[src/hw/his_pkg.sv]
package his_pkg;

    // histogram geometry
    localparam int BIN_NUM    = 8;
    localparam int PIXEL_NUM  = 4;
    // hits per pixel before moving on
    localparam int DATA_NUM   = 2;
    localparam int ACQ_NUM    = 8;
    // one bank holds every bin of every pixel
    localparam int BANK_DEPTH = PIXEL_NUM * BIN_NUM;

    // time-bin code from the timing front end
    typedef logic [$clog2(BIN_NUM)-1:0]    bin_t;
    typedef logic [$clog2(PIXEL_NUM)-1:0]  pixel_t;
    // wide enough for DATA_NUM * ACQ_NUM hits in one bin
    typedef logic [7:0]                    count_t;
    // nested sequencer counters
    typedef logic [$clog2(DATA_NUM)-1:0]   data_idx_t;
    typedef logic [$clog2(ACQ_NUM)-1:0]    acq_idx_t;
    // flat bin address inside one bank
    typedef logic [$clog2(BANK_DEPTH)-1:0] addr_t;

    // one readout beat
    typedef struct packed {
        logic   valid;
        pixel_t pixel;
        bin_t   bin;
        count_t count;
    } his_word_t;

    typedef enum logic {
        rd_idle,
        rd_stream
    } rd_state_t;

endpackage

[src/hw/hit_sequencer.sv]
module hit_sequencer (
    input  logic            clk,
    input  logic            combin_res,
    input  logic            hit_valid,
    output his_pkg::pixel_t pixel,
    output logic            his_sel,
    output logic            swap,
    output logic            frame_done
);

    // hit index within the current pixel
    his_pkg::data_idx_t in_cnt;
    // acquisition index within the frame
    his_pkg::acq_idx_t  acq_cnt;

    logic last_in;
    logic last_pixel;
    logic last_acq;

    // wrap conditions of the three nested counters
    assign last_in    = (in_cnt == his_pkg::data_idx_t'(his_pkg::DATA_NUM - 1));
    assign last_pixel = (pixel == his_pkg::pixel_t'(his_pkg::PIXEL_NUM - 1));
    assign last_acq   = (acq_cnt == his_pkg::acq_idx_t'(his_pkg::ACQ_NUM - 1));

    // the hit that closes the frame
    assign swap = hit_valid && last_in && last_pixel && last_acq;

    // counters move only on accepted hits
    always_ff @(posedge clk or negedge combin_res) begin
        if (!combin_res) begin
            in_cnt  <= '0;
            pixel   <= '0;
            acq_cnt <= '0;
        end else if (hit_valid) begin
            if (!last_in) begin
                in_cnt <= in_cnt + 1'b1;
            end else begin
                in_cnt <= '0;
                // pixel done, step to the next one
                if (!last_pixel) begin
                    pixel <= pixel + 1'b1;
                end else begin
                    pixel <= '0;
                    // all pixels seen, acquisition done
                    if (!last_acq) begin
                        acq_cnt <= acq_cnt + 1'b1;
                    end else begin
                        acq_cnt <= '0;
                    end
                end
            end
        end
    end

    // bank toggle and frame pulse
    always_ff @(posedge clk or negedge combin_res) begin
        if (!combin_res) begin
            his_sel    <= 1'b0;
            frame_done <= 1'b0;
        end else begin
            // single-cycle pulse after the last hit
            frame_done <= swap;
            if (swap) begin
                his_sel <= ~his_sel;
            end
        end
    end

endmodule

[src/hw/his_store.sv]
module his_store (
    input  logic            clk,
    input  logic            combin_res,
    input  logic            hit_valid,
    input  his_pkg::bin_t   hit_bin,
    input  his_pkg::pixel_t pixel,
    input  logic            his_sel,
    input  logic            swap,
    input  his_pkg::pixel_t rd_addr_pixel,
    input  his_pkg::bin_t   rd_addr_bin,
    output his_pkg::count_t bin_count,
    output his_pkg::count_t rd_count
);

    // two banks of bin counts
    his_pkg::count_t                 mem [2][his_pkg::BANK_DEPTH];
    // per-bin written flags, cleared in one cycle on swap
    logic [his_pkg::BANK_DEPTH-1:0]  vld [2];

    his_pkg::addr_t  wr_addr;
    his_pkg::addr_t  rd_addr;
    his_pkg::count_t wr_count;
    logic            rd_bank;

    // pixel-major layout, bin in the low bits
    assign wr_addr = {pixel, hit_bin};
    assign rd_addr = {rd_addr_pixel, rd_addr_bin};

    // finished bank is the one not being written
    assign rd_bank = ~his_sel;

    // first hit of a bin starts at 1, stale content ignored
    always_comb begin
        if (vld[his_sel][wr_addr]) begin
            wr_count = mem[his_sel][wr_addr] + 1'b1;
        end else begin
            wr_count = his_pkg::count_t'(1);
        end
    end

    // count storage, only the addressed bin changes
    always_ff @(posedge clk) begin
        if (hit_valid) begin
            mem[his_sel][wr_addr] <= wr_count;
        end
    end

    // valid bits and live count
    always_ff @(posedge clk or negedge combin_res) begin
        if (!combin_res) begin
            vld[0]    <= '0;
            vld[1]    <= '0;
            bin_count <= '0;
        end else begin
            if (hit_valid) begin
                vld[his_sel][wr_addr] <= 1'b1;
                bin_count             <= wr_count;
            end
            // flash clear of the bank that gets written next
            if (swap) begin
                vld[rd_bank] <= '0;
            end
        end
    end

    // read port on the finished bank
    always_comb begin
        if (vld[rd_bank][rd_addr]) begin
            rd_count = mem[rd_bank][rd_addr];
        end else begin
            // never written this frame
            rd_count = '0;
        end
    end

endmodule

[src/hw/his_readout.sv]
module his_readout (
    input  logic               clk,
    input  logic               combin_res,
    input  logic               frame_done,
    input  his_pkg::count_t    rd_count,
    output his_pkg::pixel_t    rd_addr_pixel,
    output his_pkg::bin_t      rd_addr_bin,
    output his_pkg::his_word_t rd_word
);

    his_pkg::rd_state_t state;

    logic last_addr;
    logic emit;

    // last bin of the last pixel
    assign last_addr = (rd_addr_pixel == his_pkg::pixel_t'(his_pkg::PIXEL_NUM - 1)) &&
                       (rd_addr_bin == his_pkg::bin_t'(his_pkg::BIN_NUM - 1));

    // first beat goes out on the frame_done edge itself
    assign emit = (state == his_pkg::rd_stream) ||
                  ((state == his_pkg::rd_idle) && frame_done);

    always_ff @(posedge clk or negedge combin_res) begin
        if (!combin_res) begin
            state         <= his_pkg::rd_idle;
            rd_addr_pixel <= '0;
            rd_addr_bin   <= '0;
            rd_word       <= '0;
        end else begin
            rd_word.valid <= emit;
            if (emit) begin
                // capture address with its count
                rd_word.pixel <= rd_addr_pixel;
                rd_word.bin   <= rd_addr_bin;
                rd_word.count <= rd_count;
                // bin minor, pixel major
                if (rd_addr_bin == his_pkg::bin_t'(his_pkg::BIN_NUM - 1)) begin
                    rd_addr_bin   <= '0;
                    rd_addr_pixel <= rd_addr_pixel + 1'b1;
                end else begin
                    rd_addr_bin <= rd_addr_bin + 1'b1;
                end
                if (last_addr) begin
                    // address wraps to zero, ready for next frame
                    rd_addr_pixel <= '0;
                    state         <= his_pkg::rd_idle;
                end else begin
                    state <= his_pkg::rd_stream;
                end
            end
        end
    end

endmodule

[src/hw/his_builder_top.sv]
module his_builder_top (
    input  logic               clk,
    input  logic               combin_res,
    input  logic               hit_valid,
    input  his_pkg::bin_t      hit_bin,
    output his_pkg::count_t    bin_count,
    output logic               frame_done,
    output logic               his_sel,
    output his_pkg::his_word_t rd_word
);

    // sequencer to store
    his_pkg::pixel_t pixel;
    logic            swap;

    // readout address into store, count back
    his_pkg::pixel_t rd_addr_pixel;
    his_pkg::bin_t   rd_addr_bin;
    his_pkg::count_t rd_count;

    // pixel, acquisition and frame tracking
    hit_sequencer i_hit_sequencer (
        .clk        (clk),
        .combin_res (combin_res),
        .hit_valid  (hit_valid),
        .pixel      (pixel),
        .his_sel    (his_sel),
        .swap       (swap),
        .frame_done (frame_done)
    );

    // dual histogram banks
    his_store i_his_store (
        .clk           (clk),
        .combin_res    (combin_res),
        .hit_valid     (hit_valid),
        .hit_bin       (hit_bin),
        .pixel         (pixel),
        .his_sel       (his_sel),
        .swap          (swap),
        .rd_addr_pixel (rd_addr_pixel),
        .rd_addr_bin   (rd_addr_bin),
        .bin_count     (bin_count),
        .rd_count      (rd_count)
    );

    // streams the finished bank after each frame
    his_readout i_his_readout (
        .clk           (clk),
        .combin_res    (combin_res),
        .frame_done    (frame_done),
        .rd_count      (rd_count),
        .rd_addr_pixel (rd_addr_pixel),
        .rd_addr_bin   (rd_addr_bin),
        .rd_word       (rd_word)
    );

endmodule

[config.mk]
export PLATFORM = sky130hd
export DESIGN_NAME = his_builder_top
export DESIGN_NICKNAME = d
export VERILOG_FILES = /design/src/hw/his_pkg.sv /design/src/hw/hit_sequencer.sv /design/src/hw/his_store.sv /design/src/hw/his_readout.sv /design/src/hw/his_builder_top.sv
export SDC_FILE = /design/constraint.sdc
export NUM_CORES = 1
export LEC_CHECK = 0
export BUFFER_PORTS_ARGS = -buffer_cell sky130_fd_sc_hd__buf_2
export CORE_ASPECT_RATIO = 1.25
export CORE_MARGIN = 2
export CORE_UTILIZATION = 50
export DETAILED_ROUTE_END_ITERATION = 10
export PLACE_DENSITY = 0.65
export SYNTH_ARGS = -nofsm -noshare
export SYNTH_HDL_FRONTEND = slang
export SYNTH_SLANG_ARGS = --single-unit
[constraint.sdc]
create_clock -name clk -period 5.9 [get_ports clk]
set_input_delay 1.77 -clock clk [delete_from_list [all_inputs] [get_ports clk]]
set_output_delay 1.77 -clock clk [all_outputs]
set_load 0.03 [all_outputs]
==> results.md <==
* Outcome: completed
* Fin area at 0.03272 mm^2
* CP max FO at 64
* Worst r2r src: i_hit_sequencer.his_sel
* DP Wirelength at 57.59 mm
* Period utilization at 0.8703
* DIE HEIGHT at 273.6 um
* Ys async rst share at 0.1634
* Port bufs at 29
* Post-CTS sizing at 0
* Layout cells sized above 1 at 0.3613
* Worst Min Path Start: i_his_readout.rd_word[7]
* Post-synthesis xor/xnor area fraction at 0.001807
* Min Tclk post-route at 5.135 ns
* Via density at 6.871
* CTS Buffer Depth at 3
* Commonest non-fill, non-tap cell in the layout: edfxtp_1
* Worst Hold Depth at 2
* Final WS setup at 0.7649 ns
* Launch point of the critical path: hit_bin[1]
* Max-slew violation count at 0
* DRT iter0 DRCs at 2387
* Post-CTS Setup Bufs at 0
* Unrepaired setup endpoints after global routing: no
* Data arrival, critical path at 5.55 ns
* Max Clock Freq at 194.7 MHz
* Slew @ Worst Pin at 1.128 ns
* Power density over the cells at 424.4 mW/mm^2
* # diodes at 0
* Root Buffer: clkbuf_16
* Synth Cell Area at 0.02908 mm^2
* Number of synthesized flops with an enable pin at 512
* Ys Warns at 0
* Setup TNS after final layout at 0 ns
* Final Skew at 0.02967 ns
* Dpl cell area at 0.03071 mm^2
* Worst setup EP type: flop
* Drt total wl at 85.14 mm
* Via count at 16940
* DRC at 0
* Pleak at 11.30 nW
* Clock sinks at 612
* Final nets at 1680
* Reg clk slew, reported paths at 0.06 ns
* Core ar. at 0.05739 mm^2
* Antenna violations before repair at 2
* Setup-violating endpoint count in the final report at 0
* CTS Buf Count at 60
* Die Width at 219.7 um
* Syn Nets at 1556
* Setup CP Type: input pin to flop
* Syn Inst Count at 1540
* Simple-gate area share of the yosys netlist at 0.03438
* H-Tree Depth at 2
* Vias in the first global route at 17260
* Max-capacitance violation count at 0
* Synthesized-area fraction occupied by adder cells at 0.004302
* Max VDD drop at 0.0004213 V
* GP Congestion at 0.9219
* Compound-cell area share of the yosys netlist at 0.04599
* CTS tree: yes
* WL per Instance at 34.52 um
* Main synth FF type: edfxtp_1
* Nature of the critical path startpoint: input pin
* Initial Util at 0.5068
* Largest family of logic cells by synthesized area: multiplexers
* Clk Latency, worst-skew pair at 0.64 ns
* Post-DRT Antenna Nets at 0
* Commonest non-fill, non-tap cells in the layout: edfxtp_1 (512), mux4_2 (296), buf_4 (135)
* Relative slew slack at 0.2464
* Std-Cell Rows at 98
* Area Growth Syn to Fin at 12.49%
* FF-to-FF path depth at 10
* Mux contribution to synthesized area at 0.2706
* Largest net degree at the start of global routing at 65
* Syn_area_per_cell at 18.88 um^2
* Hold buffers post-CTS at 0
* Worst slack, placed at 0.2399 ns
* Register area share after synthesis at 0.6147
* First-pass GRT wire length at 122.7 mm
* Worst hold path type: flop to flop
* Utilization after layout at 0.5701
* Final hold vios at 0
* Num ports at 30
* All-layer global routing usage at 0.2912
* Count of cell types in the netlist at 72
* Area of the die at 0.06012 mm^2
* Total congestion overflow at 0
* Drt first pass iters at 7
* Req. time, crit path at 6.31 ns
* Yosys reg bits at 612
==> state kept, by name (all words and copies together) (netlist names), 2 cells and up <==
signal,flops
i_his_readout.rd_addr_pixel,2
i_hit_sequencer.pixel,2
i_his_readout.rd_word,14
i_hit_sequencer.acq_cnt,3
i_his_store.vld,64
i_his_store.bin_count,8
i_his_store.mem,512
i_his_readout.rd_addr_bin,3
==> routing by layer <==
metal	wire length, um	GRT usage	up-vias
met5	24	0	-
met4	5384	0.1581	4
met3	6887	0.05011	245
met2	42420	0.4792	923
met1	30420	0.3713	9018
li1	-	-	6753
==> logic make-up after synthesis <==
| group | after synthesis |
|---|---|
| compound gates | 174 |
| xor+xnor | 6 |
| fa+ha+maj | 10 |
| buf+inv | 126 |
| flops | 612 |
| mux | 387 |
| simple gates | 225 |
==> final timing paths <==
| check | to | slack, ns |
|---|---|---|
| max in group asynchronous | i_his_store.vld[61] | 3.48 |
| worst max-delay path | i_his_store.mem[0][71] | 0.76 |
| worst max register to register | i_his_store.mem[1][89] | 1.18 |
| worst min register to register | i_his_readout.rd_word[7] | 0.46 |
| worst min-delay path | i_his_readout.rd_word[7] | 0.46 |
| min in group asynchronous | i_hit_sequencer.in_cnt | 1.18 |
==> area by class of cell <==
type                    count  area [um^2]
clock buffers              76         1624
clock inverters            38        376.6
fillers                  4298        24670
inverters                  14        52.55
multi-input cells         802        10450
flip-flops and latches    612        17890
well taps                 750        938.4
repair buffers            174         1389
==> worst max-delay path: stages <==
cell and delay [ns]:
buf_6 0.30, buf_4 0.39, buf_4 0.26, mux2i_1 0.24, a221oi_2 0.32, a22oi_1 0.19, a211oi_2 0.44, nand3_1 0.22
or3b_4 0.46, or3_1 0.37, a21oi_4 0.19, buf_12 0.28
==> cell usage after synthesis (8+ instances only) <==
cell | n | area share
nand2_1 | 68 | 0.0088
a21oi_1 | 16 | 0.0028
buf_6 | 10 | 0.0039
nor2_1 | 86 | 0.011
nand2b_1 | 8 | 0.0017
edfxtp_1 | 512 | 0.53
buf_2 | 28 | 0.0048
ha_1 | 10 | 0.0043
mux2i_1 | 37 | 0.013
a21o_1 | 53 | 0.014
buf_12 | 9 | 0.0062
nor3_1 | 8 | 0.0014
inv_1 | 12 | 0.0015
mux4_1 | 15 | 0.014
buf_1 | 24 | 0.0031
dfrtp_1 | 100 | 0.086
a22oi_1 | 11 | 0.0028
mux4_2 | 296 | 0.23
o21a_1 | 15 | 0.0039
buf_4 | 14 | 0.0036
a221oi_1 | 12 | 0.0036
nor2b_1 | 8 | 0.0017
mux2_2 | 38 | 0.015
clkbuf_1 | 23 | 0.0030
nand3_1 | 23 | 0.0040
==> metrics by stage <==
stage	instances	hold slack, ns	power (mW)
final	2466	0.4621	13.89
after detailed placement	2352	0.4509	10.08
after floorplan	1540	0.4538	8.500
after global routing	2466	0.4896	14.36
after global placement	2352	0.4481	9.976
after CTS	2466	0.4640	13.93
==> power breakdown <==
group | leakage (nW) | total, mW | internal [mW] | switching [mW]
Combinational | 4.38 | 3.81 | 1.45 | 2.36
Clock | 0.968 | 3.88 | 2.25 | 1.63
Sequential | 5.96 | 6.19 | 5.93 | 0.264
(Power assumes the default switching activity.)
